**config.mk**
```make
export PLATFORM = sky130hd
export DESIGN_NAME = bayer_interp
export DESIGN_NICKNAME = d
export VERILOG_FILES = /design/src/design/debayer_pkg.sv /design/src/design/bayer_interp.sv
export SDC_FILE = /design/constraint.sdc
export NUM_CORES = 1
export LEC_CHECK = 0
export BUFFER_PORTS_ARGS = -buffer_cell sky130_fd_sc_hd__buf_4
export CAP_MARGIN = 20
export CORE_MARGIN = 2
export CORE_UTILIZATION = 50
export CTS_BUF_LIST = sky130_fd_sc_hd__clkbuf_8
export CTS_CLUSTER_DIAMETER = 50
export DETAILED_ROUTE_END_ITERATION = 16
export GPL_ROUTABILITY_DRIVEN = 0
export PLACE_DENSITY_LB_ADDON = 0.08
export SYNTH_ARGS = -nofsm -noshare
export SYNTH_HDL_FRONTEND = slang
export SYNTH_SLANG_ARGS = --single-unit
```
**constraint.sdc**
```tcl
create_clock -name clk_i -period 5.55 [get_ports clk_i]
set_input_delay 0.555 -clock clk_i [delete_from_list [all_inputs] [get_ports clk_i]]
set_output_delay 0.555 -clock clk_i [all_outputs]
set_load 0.01 [all_outputs]
```
**src/design/debayer_pkg.sv**
```systemverilog
package debayer_pkg;

	localparam int PIXEL_WIDTH  = 10;	// raw and colour sample width
	localparam int PIX_PER_BEAT = 2;	// one bayer pair per beat
	localparam int ADDR_W       = 10;	// up to 1024 beats per line

	typedef logic [PIXEL_WIDTH-1:0] pixel_t;
	typedef pixel_t [PIX_PER_BEAT-1:0] pair_t;	// slot 0 holds the even column
	typedef logic [1:0] slot_t;	// line ram index

	typedef enum logic {
		ROW_BG = 1'b0,	// even row, B G B G
		ROW_GR = 1'b1	// odd row, G R G R
	} row_kind_e;

	typedef enum logic [1:0] {
		FILL_EMPTY = 2'd0,
		FILL_ONE   = 2'd1,
		FILL_READY = 2'd2	// centre row has a line above and below
	} fill_state_e;

	typedef struct packed {
		logic  valid;
		logic  sof;	// column 0 of row 0
		pair_t pix;
	} bayer_beat_t;

	typedef struct packed {
		logic              valid;
		logic              emit;	// centre row goes to the output
		logic              first;
		logic              last;
		row_kind_e         row_kind;	// kind of the centre row
		slot_t             slot_wr;
		slot_t             slot_above;
		slot_t             slot_center;
		logic [ADDR_W-1:0] addr;
		pair_t             pix;
	} wr_cmd_t;

	typedef struct packed {
		logic      valid;
		logic      emit;
		logic      first;
		logic      last;
		row_kind_e row_kind;
		pair_t     above;
		pair_t     center;
		pair_t     below;
	} line_taps_t;

	typedef struct packed {
		pixel_t r;
		pixel_t g;
		pixel_t b;
	} rgb_t;

	typedef struct packed {
		logic                    valid;
		rgb_t [PIX_PER_BEAT-1:0] pix;
	} rgb_beat_t;

endpackage

```
**src/design/bayer_interp.sv**
```systemverilog
`timescale 1ns/10ps

module bayer_interp (
	input  logic                    clk_i,
	input  logic                    line_valid_i,	// async reset, active high
	input  debayer_pkg::line_taps_t taps_i,
	output debayer_pkg::rgb_beat_t  rgb_o
);

	import debayer_pkg::*;

	line_taps_t win_prev_q;
	line_taps_t win_cur_q;	// beat being interpolated
	line_taps_t win_nxt_q;
	logic       nxt_vld_q;
	logic       pending_q;	// window holds a complete beat
	logic       flush;
	logic       shift;
	logic       tap_emit;

	pixel_t     a_l;
	pixel_t     a_r;
	pixel_t     c_l;
	pixel_t     c_r;
	pixel_t     b_l;
	pixel_t     b_r;
	rgb_t       rgb_even;
	rgb_t       rgb_odd;

	logic                    rgb_vld_q;
	rgb_t [PIX_PER_BEAT-1:0] rgb_pay_q;

	function automatic pixel_t avg2(input pixel_t x, input pixel_t y);
		logic [PIXEL_WIDTH:0] sum;
		sum = {1'b0, x} + {1'b0, y};
		return sum[PIXEL_WIDTH:1];	// rounds down
	endfunction

	function automatic pixel_t avg4(input pixel_t w, input pixel_t x,
		input pixel_t y, input pixel_t z);
		logic [PIXEL_WIDTH+1:0] sum;
		sum = {2'b00, w} + {2'b00, x} + {2'b00, y} + {2'b00, z};
		return sum[PIXEL_WIDTH+1:2];
	endfunction

	// colour site is B on a BG row and R on a GR row, else a G site
	function automatic rgb_t site_rgb(
		input row_kind_e kind,
		input logic      colour_site,
		input pixel_t    al, input pixel_t ac, input pixel_t ar,
		input pixel_t    cl, input pixel_t cc, input pixel_t cr,
		input pixel_t    bl, input pixel_t bc, input pixel_t br
	);
		rgb_t   px;
		pixel_t other;
		pixel_t horiz;
		pixel_t vert;
		other = avg4(al, ar, bl, br);	// diagonals
		horiz = avg2(cl, cr);
		vert  = avg2(ac, bc);
		if (colour_site)
		begin
			px.g = avg4(cl, cr, ac, bc);	// cross neighbours
			px.b = (kind == ROW_BG) ? cc : other;
			px.r = (kind == ROW_BG) ? other : cc;
		end
		else
		begin
			px.g = cc;
			px.b = (kind == ROW_BG) ? horiz : vert;
			px.r = (kind == ROW_BG) ? vert : horiz;
		end
		return px;
	endfunction

	assign tap_emit = taps_i.valid && taps_i.emit;
	assign flush    = nxt_vld_q && win_nxt_q.last;	// the idle beat after a line
	assign shift    = taps_i.valid || flush;

	always_ff @(posedge clk_i)
	begin
		if (shift)
		begin
			win_prev_q <= win_cur_q;
			win_cur_q  <= win_nxt_q;
			win_nxt_q  <= taps_i;
		end
	end

	always_ff @(posedge clk_i or posedge line_valid_i)
	begin
		if (line_valid_i)
		begin
			nxt_vld_q <= 1'b0;
			pending_q <= 1'b0;
			rgb_vld_q <= 1'b0;
		end
		else
		begin
			nxt_vld_q <= taps_i.valid || (nxt_vld_q && !flush);
			// a first tap means the old line is gone, cut lines lose their tail
			pending_q <= shift && nxt_vld_q && !(taps_i.valid && taps_i.first);
			rgb_vld_q <= pending_q && win_cur_q.emit;
		end
	end

	// edge columns mirror the pixel two columns inward
	always_comb
	begin
		a_l = win_cur_q.first ? win_cur_q.above[1] : win_prev_q.above[1];
		c_l = win_cur_q.first ? win_cur_q.center[1] : win_prev_q.center[1];
		b_l = win_cur_q.first ? win_cur_q.below[1] : win_prev_q.below[1];
		a_r = win_cur_q.last ? win_cur_q.above[0] : win_nxt_q.above[0];
		c_r = win_cur_q.last ? win_cur_q.center[0] : win_nxt_q.center[0];
		b_r = win_cur_q.last ? win_cur_q.below[0] : win_nxt_q.below[0];

		rgb_even = site_rgb(win_cur_q.row_kind, win_cur_q.row_kind == ROW_BG,
			a_l, win_cur_q.above[0], win_cur_q.above[1],
			c_l, win_cur_q.center[0], win_cur_q.center[1],
			b_l, win_cur_q.below[0], win_cur_q.below[1]);
		rgb_odd = site_rgb(win_cur_q.row_kind, win_cur_q.row_kind == ROW_GR,
			win_cur_q.above[0], win_cur_q.above[1], a_r,
			win_cur_q.center[0], win_cur_q.center[1], c_r,
			win_cur_q.below[0], win_cur_q.below[1], b_r);
	end

	always_ff @(posedge clk_i)
	begin
		if (pending_q)
		begin
			rgb_pay_q[0] <= rgb_even;
			rgb_pay_q[1] <= rgb_odd;
		end
	end

	always_comb
	begin
		rgb_o.valid = rgb_vld_q;
		rgb_o.pix   = rgb_pay_q;
	end

	// output follows the right-neighbour tap by two cycles, or the flush by three
	a_emit_only: assert property (@(posedge clk_i) disable iff (line_valid_i)
		rgb_o.valid |-> $past(tap_emit, 2) || $past(tap_emit, 3));

endmodule

```
==> parameters.txt <==
Parameter                              Value

Run status
  Status    finished clean

Yosys
  Count of unique library cells instantiated by Yosys    63
  Post-Synthesis Mean Instance Area    12.6 um2
  Netlist area before placement    13100 um2
  Net count after synthesis    1271
  Async SR Flop Fraction    1.36%
  Register bit count reported by yosys    221
  Share of the yosys chip area belonging to registers    50.4%
  Number of enable-type register cells in the synthesized netlist    218
  Most used DFF post-synth    sky130_fd_sc_hd__edfxtp_1
  Count of mapped cells out of synthesis    1046
  Synth Warn #    0

Worst hold path
  HP Start    taps_i[20]
  Kind of path behind the tightest hold check    in -> reg
  Count of cells along the worst hold path    1
  Worst Hold Path EP    win_nxt_q[20]

Clock tree
  Later-pin clock latency in the skew report    540 ps
  H-Tree Level Count    2
  Count of clock tree sinks    221
  Post CTS Setup Buffer Count    0
  CTS root buf    sky130_fd_sc_hd__clkbuf_8
  Gates resized, CTS repair    0
  Maximum buffer depth of the clock tree    3
  TritonCTS buffer count    41
  Clock Pin Slew Worst Setup and Hold Paths    60 ps
  Hold-fix buffers at CTS    1
  Clock tree from TritonCTS    built

Floorplan
  Number of I/O pins    128
  Die span in y    166 um
  Horizontal die dimension    166 um
  Standard-cell row count    59
  Area of the core    25900 um2
  Initial cell density of the core    50.7%
  Die Outline Area    27600 um2

Worst setup path
  Endpoint of the lowest-slack register-to-register path    rgb_o[17]
  Required arrival time at the worst endpoint    5840 ps
  Slowest stage cell, crit path    sky130_fd_sc_hd__edfxtp_1
  CP endpoint kind    flip-flop
  Critical path's top delay family    compound AO/OA/AOI/OAI gates
  Setup slack of the most critical reg-to-reg path    1020 ps
  Crit-path max FO    19
  Crit Path Class    reg -> reg
  Most common cell on crit path    sky130_fd_sc_hd__fa_1
  Cell Chain, Critical Path    buf_4 -> mux2i_1 -> fa_1 -> fa_1 -> nor2b_1 -> o21a_1 -> o21ai_1 -> a2111oi_0 -> o21ai_0 -> a31o_1
  Crit Reg-Reg Startpoint    win_cur_q[62]
  Setup crit start kind    flip-flop
  Depth of the most critical reg-to-reg path    10
  Buffering stage count on the worst path with inverters included    1
  Data arrival time of the critical path    4810 ps
  Largest stage delay, worst path    1070 ps

Finish
  FILL cells    2145
  Final standard cell utilization of the core    58.8%
  Finished Cell Area    15200 um2
  Antenna diode instance count    0
  Layout-stage area growth over the synthesis result    16.1%
  Leading cell types in the layout, fill and taps excluded    218 x sky130_fd_sc_hd__edfxtp_1, 178 x sky130_fd_sc_hd__inv_1, 136 x sky130_fd_sc_hd__buf_4
  Final #Nets    1433
  Share of layout cells above drive strength 1    16.3%
  Commonest non-fill, non-tap cell in the layout    sky130_fd_sc_hd__edfxtp_1

Power and ir drop
  Clk network pwr share    21.3%
  Combinational group share of total power    43.3%
  Flop pwr share    35.4%
  Leak pwr    6.63 nW
  Power consumption    6.53 mW
  VDD IR-drop max    0.267 mV
  Internal power consumption    4.14 mW
  Power per unit of standard cell area    429 nW/um2
  Switching portion of total power    36.7%
  Net switching power    2.40 mW

Timing
  Setup violators final    0
  Total negative slack for setup checks    0 ps
  Highest achievable clock rate    221 MHz
  Count of final max-slew check failures    0
  Final worst path period share    81.6%
  RSZ-0062 raised after global routing    no
  Number of hold-slack violations in the final timing report    0
  Worst clock skew on the final layout    32.9 ps
  Post-route minimum period    4530 ps
  Measured slew at the worst slew-check pin    1090 ps
  Max_slew headroom    27.3%

Global routing
  Via count of the first global-routing pass    8312
  Number of antenna violations at the first check in global routing    0
  Global-route wire length before repair    44600 um
  Pin count of the biggest net entering global routing    62
  Remaining global-route overflow    0
  Global-route usage over all layers    20.8%

Detailed routing
  Post-route antenna net violation count    0
  Remaining routing DRC violations    0
  First-pass DRT Iterations    8
  Final WL    28400 um
  WL/cell    18.0 um
  Violation count after the first detailed-route iteration    548
  Post-DR vias/cell    5.23
  Number of vias in the routed layout    8222

Placed design
  Total of buffers placed on input and output ports    127
  HPWL after detailed placement    20800 um
  Placed Area    14500 um2

Run
  Number of violations of the max-capacitance limit    0
-- routing by layer --
layer,global-route usage [%],routed length [um],share of wire [%]
met5,0,0,0
met4,5.78,452,1.6
met1,30.1,13000,46
met3,3.34,1660,5.8
met2,32.9,13200,47
-- power by group through the flow --
stage	Clock [mW]	Sequential, mW	Combinational [mW]
2_1_floorplan	0	2.37	1.97
3_3_place_gp	0	2.34	2.76
3_5_place_dp	0	2.34	2.81
4_1_cts	1.44	2.32	2.83
5_1_grt	1.52	2.34	3.18
6_report	1.39	2.31	2.83
-- worst max path at each step --
stage                   from           end  slack (ps)  depth (start not counted)
2_1_floorplan     taps_i[64]  win_cur_q[0]        1290                          1
3_5_place_dp   win_cur_q[62]     rgb_o[17]        1030                         10
3_3_place_gp   win_cur_q[62]     rgb_o[17]        1230                         10
5_1_grt        win_cur_q[62]     rgb_o[17]         710                         10
6_report       win_cur_q[62]     rgb_o[17]        1020                         10
4_1_cts        win_cur_q[62]     rgb_o[17]        1030                         10
-- cell usage after synthesis, types with 5 or more instances --
master	instances	area share, %
sky130_fd_sc_hd__nand3b_1	7	0.40
sky130_fd_sc_hd__mux2_2	5	0.43
sky130_fd_sc_hd__nand2_1	51	1.5
sky130_fd_sc_hd__o211ai_1	7	0.40
sky130_fd_sc_hd__mux2i_1	65	5.0
sky130_fd_sc_hd__fa_1	84	13
sky130_fd_sc_hd__nand2b_1	15	0.71
sky130_fd_sc_hd__mux2_1	6	0.51
sky130_fd_sc_hd__xnor2_1	28	1.9
sky130_fd_sc_hd__clkbuf_1	9	0.26
sky130_fd_sc_hd__ha_1	74	7.0
sky130_fd_sc_hd__or3_1	7	0.33
sky130_fd_sc_hd__xor2_1	22	1.5
sky130_fd_sc_hd__a21oi_1	53	2.0
sky130_fd_sc_hd__o21bai_1	6	0.34
sky130_fd_sc_hd__nor2_1	37	1.1
sky130_fd_sc_hd__o21ai_1	45	1.7
sky130_fd_sc_hd__a211oi_1	6	0.34
sky130_fd_sc_hd__inv_1	170	4.9
sky130_fd_sc_hd__nor2b_1	5	0.24
sky130_fd_sc_hd__edfxtp_1	218	50
sky130_fd_sc_hd__o21ai_0	19	0.72
sky130_fd_sc_hd__nor3_1	14	0.53
sky130_fd_sc_hd__a21o_1	10	0.57
sky130_fd_sc_hd__o21a_1	9	0.51
-- metrics by stage --
stage,std cells,hold WS [ps],setup WS (ps)
6_report,1572,185,1020
5_1_grt,1572,151,709
4_1_cts,1572,153,1030
3_5_place_dp,1499,405,1030
3_3_place_gp,1499,401,1230
2_1_floorplan,1046,309,1290
-- layout make-up --
cell class	count	area, um2	area share, %
Clock buffer	43	592	3.88
Clock inverter	29	136	0.894
Multi-Input combinational cell	633	5790	38.0
Sequential cell	221	6620	43.4
Tap cell	335	419	2.75
Timing Repair Buffer	137	1030	6.76
Inverter	174	653	4.28
-- logic make-up (layout without fill, tap and decap cells) --
kind of cell | Yosys count | after routing | synth area share, %
fa+ha+maj | 158 | 158 | 19.8
simple gates | 156 | 156 | 5.81
compound gates | 193 | 193 | 9.15
xor+xnor | 50 | 50 | 3.33
mux | 76 | 76 | 5.90
buf+inv | 192 | 383 | 5.55
flops | 221 | 221 | 50.4
-- sequential cells by signal, summed over array words and instances (netlist names) --
register    count
win_nxt_q      64
rgb_o          60
win_prev_q     30
pending_q       1
win_cur_q      64
nxt_vld_q       1
rgb_vld_q       1
No activity file was read; power rests on OpenSTA's default activity.
