File: config.mk
export PLATFORM = sky130hd
export DESIGN_NAME = line_writer
export DESIGN_NICKNAME = d
export VERILOG_FILES = /design/src/design/debayer_pkg.sv /design/src/design/line_writer.sv
export SDC_FILE = /design/constraint.sdc
export NUM_CORES = 1
export LEC_CHECK = 0
export BUFFER_PORTS_ARGS = -buffer_cell sky130_fd_sc_hd__buf_4
export CORE_MARGIN = 5
export CORE_UTILIZATION = 40
export CTS_BUF_LIST = sky130_fd_sc_hd__clkbuf_4
export DETAILED_ROUTE_END_ITERATION = 6
export PLACE_DENSITY = 0.66
export SYNTH_ARGS = -nofsm -noshare
export SYNTH_HDL_FRONTEND = slang
export SYNTH_SLANG_ARGS = --single-unit
File: constraint.sdc
create_clock -name clk_i -period 1.93 [get_ports clk_i]
set_input_delay 0.193 -clock clk_i [delete_from_list [all_inputs] [get_ports clk_i]]
set_output_delay 0.193 -clock clk_i [all_outputs]
set_load 0.1 [all_outputs]
File: src/design/debayer_pkg.sv
package debayer_pkg;

	localparam int PIXEL_WIDTH  = 10;	// raw and colour sample width
	localparam int PIX_PER_BEAT = 2;	// one bayer pair per beat
	localparam int ADDR_W       = 10;	// up to 1024 beats per line

	typedef logic [PIXEL_WIDTH-1:0] pixel_t;
	typedef pixel_t [PIX_PER_BEAT-1:0] pair_t;	// slot 0 holds the even column
	typedef logic [1:0] slot_t;	// line ram index

	typedef enum logic {
		ROW_BG = 1'b0,	// even row, B G B G
		ROW_GR = 1'b1	// odd row, G R G R
	} row_kind_e;

	typedef enum logic [1:0] {
		FILL_EMPTY = 2'd0,
		FILL_ONE   = 2'd1,
		FILL_READY = 2'd2	// centre row has a line above and below
	} fill_state_e;

	typedef struct packed {
		logic  valid;
		logic  sof;	// column 0 of row 0
		pair_t pix;
	} bayer_beat_t;

	typedef struct packed {
		logic              valid;
		logic              emit;	// centre row goes to the output
		logic              first;
		logic              last;
		row_kind_e         row_kind;	// kind of the centre row
		slot_t             slot_wr;
		slot_t             slot_above;
		slot_t             slot_center;
		logic [ADDR_W-1:0] addr;
		pair_t             pix;
	} wr_cmd_t;

	typedef struct packed {
		logic      valid;
		logic      emit;
		logic      first;
		logic      last;
		row_kind_e row_kind;
		pair_t     above;
		pair_t     center;
		pair_t     below;
	} line_taps_t;

	typedef struct packed {
		pixel_t r;
		pixel_t g;
		pixel_t b;
	} rgb_t;

	typedef struct packed {
		logic                    valid;
		rgb_t [PIX_PER_BEAT-1:0] pix;
	} rgb_beat_t;

endpackage

File: src/design/line_writer.sv
`timescale 1ns/10ps

module line_writer #(
	parameter int LINE_BEATS = 640
) (
	input  logic                     clk_i,
	input  logic                     line_valid_i,	// async reset, active high
	input  debayer_pkg::bayer_beat_t bayer_i,
	output debayer_pkg::wr_cmd_t     cmd_o
);

	import debayer_pkg::*;

	localparam logic [ADDR_W-1:0] LAST_BEAT = ADDR_W'(LINE_BEATS - 1);

	logic [ADDR_W-1:0] beat_cnt_q;
	slot_t             slot_wr_q;
	slot_t             slot_center_q;	// previous line
	slot_t             slot_above_q;	// line before that
	row_kind_e         row_kind_q;	// parity of the row being written
	fill_state_e       fill_q;

	logic [ADDR_W-1:0] beat_eff;
	row_kind_e         row_kind_eff;
	fill_state_e       fill_eff;
	logic              line_end;

	logic              cmd_vld_q;
	wr_cmd_t           cmd_pay_q;

	// a sof beat is already beat 0 of row 0
	always_comb
	begin
		beat_eff     = bayer_i.sof ? '0 : beat_cnt_q;
		row_kind_eff = bayer_i.sof ? ROW_BG : row_kind_q;
		fill_eff     = bayer_i.sof ? FILL_EMPTY : fill_q;
		line_end     = (beat_eff == LAST_BEAT);
	end

	always_ff @(posedge clk_i or posedge line_valid_i)
	begin
		if (line_valid_i)
		begin
			beat_cnt_q    <= '0;
			slot_wr_q     <= 2'd0;
			slot_center_q <= 2'd1;
			slot_above_q  <= 2'd2;
			row_kind_q    <= ROW_BG;
			fill_q        <= FILL_EMPTY;
		end
		else if (bayer_i.valid)
		begin
			if (line_end)
			begin
				beat_cnt_q    <= '0;
				slot_wr_q     <= slot_above_q;	// oldest line is overwritten next
				slot_center_q <= slot_wr_q;
				slot_above_q  <= slot_center_q;
				row_kind_q    <= (row_kind_eff == ROW_BG) ? ROW_GR : ROW_BG;
				fill_q        <= (fill_eff == FILL_EMPTY) ? FILL_ONE : FILL_READY;
			end
			else
			begin
				beat_cnt_q <= beat_eff + 1'b1;
				row_kind_q <= row_kind_eff;
				fill_q     <= fill_eff;
			end
		end
	end

	always_ff @(posedge clk_i or posedge line_valid_i)
	begin
		if (line_valid_i)
			cmd_vld_q <= 1'b0;
		else
			cmd_vld_q <= bayer_i.valid;
	end

	always_ff @(posedge clk_i)
	begin
		if (bayer_i.valid)
		begin
			cmd_pay_q.valid       <= 1'b1;
			cmd_pay_q.emit        <= (fill_eff == FILL_READY);
			cmd_pay_q.first       <= (beat_eff == '0);
			cmd_pay_q.last        <= line_end;
			cmd_pay_q.row_kind    <= (row_kind_eff == ROW_BG) ? ROW_GR : ROW_BG;	// centre row
			cmd_pay_q.slot_wr     <= slot_wr_q;
			cmd_pay_q.slot_above  <= slot_above_q;
			cmd_pay_q.slot_center <= slot_center_q;
			cmd_pay_q.addr        <= beat_eff;
			cmd_pay_q.pix         <= bayer_i.pix;
		end
	end

	always_comb
	begin
		cmd_o       = cmd_pay_q;
		cmd_o.valid = cmd_vld_q;
	end

	// the idle beat after a line lets the interpolator flush its last beat
	a_line_gap: assert property (@(posedge clk_i) disable iff (line_valid_i)
		bayer_i.valid && line_end |=> !bayer_i.valid);

endmodule

==> results of run 1 <==
state kept, by name, summed over array words and instances (netlist names):
signal / flops
cmd_o: 40
beat_cnt_q: 10
fill_q: 2
slot_above_q: 2
slot_center_q: 2
slot_wr_q: 2
cmd_vld_q: 1
row_kind_q: 1
through the flow:
step | worst slack (ns) | hold slack (ns) | utilization [%] | total power, mW | cell area [um2]
3_5_place_dp | 0.0312 | 0.372 | 52.7 | 2.16 | 2950
4_1_cts | 0.00501 | 0.0806 | 58.3 | 2.90 | 3270
6_report | 0.0653 | 0.114 | 58.5 | 2.86 | 3280
2_1_floorplan | 0.121 | 0.155 | - | 1.98 | 2340
3_3_place_gp | 0.125 | 0.371 | 52.7 | 2.15 | 2950
5_1_grt | 0.00274 | 0.0749 | 58.5 | 3.00 | 3280
report_power, final:
| group | leakage [nW] | switching [mW] | total, mW | internal, mW |
|---|---|---|---|---|
| sequential | 0.665 | 0.0235 | 1.47 | 1.45 |
| clock | 0.0650 | 0.434 | 0.700 | 0.266 |
| combinational | 0.697 | 0.524 | 0.693 | 0.169 |
routing by layer:
layer	up-vias	routed length (um)	track usage, %
li1	779	-	-
met3	6	446	5.70
met4	0	68	6.80
met1	777	2120	17.5
met5	-	0	0
met2	58	2340	21.1
cells by family after synthesis:
logic type / after synthesis / share of synthesized area (%)
muxes: 9 / 5.13
buffers and inverters: 13 / 2.67
DFF: 60 / 72.7
and+or+nand+nor: 47 / 11.8
adders and majority gates: 2 / 1.07
AOI/OAI and AO/OA: 22 / 6.62
what timing repair did:
item                                    in CTS  in global routing
endpoints found under the hold margin       38                  0
hold buffers                                21                  0
setup buffers                                0                  1
endpoints found under the setup margin       0                  7
gates resized for setup                      0                  2
cells in the mapped netlist (4+ instances only):
cell       instances  share of area (%)
o2bb2ai_1          5                1.9
inv_1              4               0.64
a21oi_1            4               0.85
nand3_1            4               0.85
edfxtp_1          40                 51
dfrtp_1           18                 19
nand2_1           10                1.6
o21ai_1            4               0.85
nor2b_1            8                2.1
nor2_1             8                1.3
mux2_4             6                3.8
worst max path at each step:
stage                             start          endpoint  slack (ns)  cells past startpoint
after floorplan           beat_cnt_q[0]   slot_above_q[0]        0.12                      6
after global placement    beat_cnt_q[0]   slot_above_q[0]        0.13                      6
after detailed placement  beat_cnt_q[0]      slot_wr_q[0]        0.03                      6
after CTS                 beat_cnt_q[0]      slot_wr_q[0]       0.005                      6
after global routing      beat_cnt_q[0]  slot_center_q[1]       0.003                      6
final                     beat_cnt_q[0]      slot_wr_q[0]        0.07                      6
final cells by class:
type	instances	area share, %
Sequential cell	60	51.9
Timing Repair Buffer	96	23.6
Multi-Input combinational cell	80	17.7
Tap cell	72	2.74
Clock buffer	10	2.29
Clock inverter	6	0.953
Inverter	7	0.801
critical path: stages, from the launching register on:
cell	delay (ns)
dfrtp_1	0.37
nor2b_2	0.19
ha_2	0.23
and4_4	0.26
and4_4	0.27
nand2_4	0.10
mux2_4	0.32
==> results.json, run 1 <==
{
  "die_h_um": 86.5,
  "routedWlPerCell_um": 15.0,
  "post_route_cells_drive_above_1_share_pct": 41.3,
  "setup_repair_after_global_routing_missed_its_margin": "no",
  "r2r.worst_path.cells": 6,
  "gp_congestion": 0.810,
  "worst_r2r_endpoint": "slot_wr_q[0]",
  "die_area_um2": 7490,
  "setup_viol_count_final": 0,
  "drc": 0,
  "hold_viol": 0,
  "yosysUniqueCellTypes": 37,
  "drt-pass1-iter-count": 4,
  "register_bit_total_from_synthesis": 60,
  "grt_pass1_vias": 1581,
  "critPathCaptureType": "flip-flop",
  "synth_fp_nets": 179,
  "finalMaxSlewViolations": 0,
  "layout.cells.most_common_list": "75 x buf_4, 40 x edfxtp_1, 21 x dlygate4sd3_1",
  "tightestPinTransition_ns": 0.774,
  "synth-edff-count": 40,
  "worstReg2RegStart": "beat_cnt_q[0]",
  "drc_violation_total_after_the_first_tritonroute_iteration": 44,
  "power_per_cell_area_nw_per_um2": 873,
  "tritoncts": "yes",
  "clk_pin_slew_worst_paths_ns": 0.10,
  "synth_async_sr_flop_share_pct": 33.3,
  "clk_latency_ns": 0.39,
  "timing_worst_setup_path_type": "flip-flop to flip-flop",
  "grt_start_max_net_pins": 30,
  "floorplan.die.width_um": 86.5,
  "drv_cap": 0,
  "grt_remaining_overflow": 0,
  "seqCellArea_um2": 1700,
  "via_count": 1620,
  "grt_antenna_before_repair": 0,
  "cts.root.buffer_cell": "clkbuf_4",
  "wire_length_of_the_first_global_routing_pass_um": 7860,
  "dpl.hpwl_um": 3280,
  "synth_area_um2": 2340,
  "final-instance-count-excl-fill": 331,
  "critPathRequiredTime_ns": 2.21,
  "fin_worst_skew_ns": 0.0105,
  "fillers": 475,
  "viasPerCell": 4.89,
  "antenna_cells": 0,
  "leakagePower_nw": 1.43,
  "hp-class": "primary input to flip-flop",
  "ant_nets": 0,
  "setup.worst_path.start_class": "flip-flop",
  "max-vdd-ir-drop_mv": 0.412,
  "numCtsBuffers": 9,
  "finish.net_count": 280,
  "avgSynthCellArea_um2": 15.3,
  "max_clock_freq_mhz": 536,
  "synthesis.yosys.warnings": 0,
  "syn2layout_area_growth_pct": 40.0,
  "ports_placed_on_the_boundary": 65,
  "setup_total_negative_slack_ns": 0,
  "whs_path_depth": 1,
  "syn_inst": 153,
  "htree_levels": 3,
  "final_period_minus_worst_setup_slack_ns": 1.86,
  "cp_data_arrival_time_ns": 2.14,
  "layout_worst_path_cycle_share_pct": 96.6,
  "row_count": 27,
  "grtUsageTotal_pct": 14.0,
  "number_of_port_buffers": 64,
  "critical_path.max_fanout": 6,
  "synth_sequential_area_ratio_pct": 72.7,
  "outcome": "complete, no violations",
  "regToRegSetupSlack_ns": 0.07,
  "layout.cells.most_common": "buf_4",
  "post-place-cells": 293,
  "postSynth.topFlopCell": "edfxtp_1",
  "initial_core_util_pct": 41.8,
  "min_to": "cmd_vld_q",
  "floorplan.core_area_um2": 5610,
  "routed_wirelength_um": 4970,
  "multi_input_area_um2": 582,
  "worst_slew_margin_rel_pct": 48.4,
  "ctsLongestPathBuffers": 2,
  "worstHoldStart": "bayer_i[21]",
  "clock-sinks": 60
}
No activity file was read; power rests on OpenSTA's default activity.
==> inputs of run 2 (changes only) <==
- CORE_MARGIN: 5 -> 1
==> results.json, run 2 (same netlist as run 1, synthesis figures left out) <==
{
  "critPathRequiredTime_ns": 2.21,
  "grt_antenna_before_repair": 0,
  "setup.worst_path.start": "beat_cnt_q[1]",
  "seqCellArea_um2": 1700,
  "multi_input_area_um2": 584,
  "post-place-cells": 293,
  "power_per_cell_area_nw_per_um2": 908,
  "setup_viol_count_final": 0,
  "grt_remaining_overflow": 0,
  "worst_r2r_endpoint": "slot_wr_q[0]",
  "syn2layout_area_growth_pct": 41.0,
  "finalMaxSlewViolations": 0,
  "numCtsBuffers": 9,
  "viasPerCell": 4.82,
  "gp_congestion": 0.776,
  "tritoncts": "yes",
  "final_period_minus_worst_setup_slack_ns": 1.83,
  "drc": 0,
  "floorplan.core_area_um2": 5570,
  "drt-pass1-iter-count": 4,
  "ctsLongestPathBuffers": 2,
  "max_clock_freq_mhz": 546,
  "die_h_um": 78.5,
  "setup_repair_after_global_routing_missed_its_margin": "no",
  "grt_start_max_net_pins": 35,
  "critical_path.max_fanout": 7,
  "hold_viol": 0,
  "largest_reg_flops": 40,
  "clock-sinks": 60,
  "final-instance-count-excl-fill": 330,
  "critPathCaptureType": "flip-flop",
  "wire_length_of_the_first_global_routing_pass_um": 6890,
  "cp_data_arrival_time_ns": 2.11,
  "worst_slew_margin_rel_pct": 47.8,
  "floorplan.die.width_um": 78.5,
  "worstReg2RegStart": "beat_cnt_q[1]",
  "clk_latency_ns": 0.40,
  "via_count": 1592,
  "max-vdd-ir-drop_mv": 0.467,
  "drv_cap": 0,
  "cts.root.buffer_cell": "clkbuf_4",
  "detailed_place.area_um2": 2950,
  "setup_total_negative_slack_ns": 0,
  "grt_pass1_vias": 1441,
  "crit_path_end": "slot_wr_q[0]",
  "tightestPinTransition_ns": 0.782,
  "setup.worst_path.start_class": "flip-flop",
  "row_count": 27,
  "grtUsageTotal_pct": 15.4,
  "routed_wirelength_um": 4350,
  "cts.repair_timing.setup_buffer_count": 0,
  "finish.utilization_pct": 59.3,
  "ant_nets": 0,
  "regToRegSetupSlack_ns": 0.1,
  "number_of_port_buffers": 64,
  "antenna_cells": 0,
  "timing_worst_setup_path_type": "flip-flop to flip-flop",
  "layout.cells.most_common": "buf_4",
  "htree_levels": 3,
  "ports_placed_on_the_boundary": 65,
  "finish.net_count": 279,
  "fillers": 430,
  "layout_worst_path_cycle_share_pct": 94.9,
  "clk_pin_slew_worst_paths_ns": 0.11,
  "routedWlPerCell_um": 13.2,
  "fin_worst_skew_ns": 0.0148,
  "post_route_cells_drive_above_1_share_pct": 41.5,
  "dpl.hpwl_um": 2820,
  "drc_violation_total_after_the_first_tritonroute_iteration": 66,
  "initial_core_util_pct": 42.0,
  "layout.cells.most_common_list": "74 x buf_4, 40 x edfxtp_1, 21 x dlygate4sd3_1",
  "hp-class": "primary input to flip-flop",
  "final_design_area_no_fill_um2": 3300,
  "die_area_um2": 6170,
  "r2r.worst_path.cells": 6,
  "outcome": "complete, no violations",
  "leakagePower_nw": 1.42
}
==> run 2: cell types whose count changed in the layout (fill, tap and decap cells not counted), sizes merged <==
cell and change:
clkinv -3, clkinvlp +2, buf -1, bufinv +1
clkbuf -1, inv +1
==> run 2: how the worst min path moves through the flow <==
stage | start | end | slack (ns) | cells past startpoint
after floorplan | line_valid_i | beat_cnt_q[0] | 0.16 | 1
after global placement | bayer_i[17] | cmd_o[17] | 0.37 | 1
after detailed placement | bayer_i[5] | cmd_o[5] | 0.37 | 1
after CTS | bayer_i[21] | cmd_vld_q | 0.12 | 1
after global routing | bayer_i[21] | cmd_vld_q | 0.12 | 1
final | bayer_i[21] | cmd_vld_q | 0.14 | 1
==> run 2: report_power, final <==
part / internal [mW] / total, mW / leakage (nW) / switching (mW)
sequential: 1.45 / 1.47 / 0.665 / 0.0224
combinational: 0.170 / 0.688 / 0.692 / 0.518
clock: 0.388 / 0.843 / 0.0674 / 0.455
total: 2.01 / 3.00 / 1.42 / 0.995
==> run 2: critical path, stage by stage (launching register included) <==
cell     delay, ns
dfrtp_1       0.36
nor2b_2       0.16
ha_2          0.21
and4_4        0.26
and4_4        0.29
nand2_4       0.11
mux2_4        0.33
==> run 2: stage by stage <==
stage	hold slack (ns)	worst slack (ns)	power, mW
2_1_floorplan	0.155	0.121	1.98
3_3_place_gp	0.371	0.110	2.15
3_5_place_dp	0.373	0.0692	2.15
4_1_cts	0.119	0.0461	3.03
5_1_grt	0.121	0.0318	3.12
6_report	0.139	0.0980	3.00
==> run 2: final cells by class <==
cell class,instances,share of cell area (%)
Tap cell,72,2.73
Sequential cell,60,51.6
Clock buffer,9,2.04
Timing Repair Buffer,95,23.2
Inverter,7,0.795
Multi-Input combinational cell,80,17.7
Clock inverter,7,2.01
==> run 2: what timing repair did <==
action	CTS	global route
hold buffers	21	0
gates resized for setup	0	3
endpoints found under the hold margin	38	0
endpoints found under the setup margin	0	5
==> run 2: metal layers <==
metal	share of wire, %	track usage, %	up-vias	routed length, um
li1	-	-	775	-
met1	47	20.5	752	2060
met2	44	21.2	58	1890
met3	7.1	5.12	7	307
met4	2.0	10.2	0	89
met5	0	0	-	0
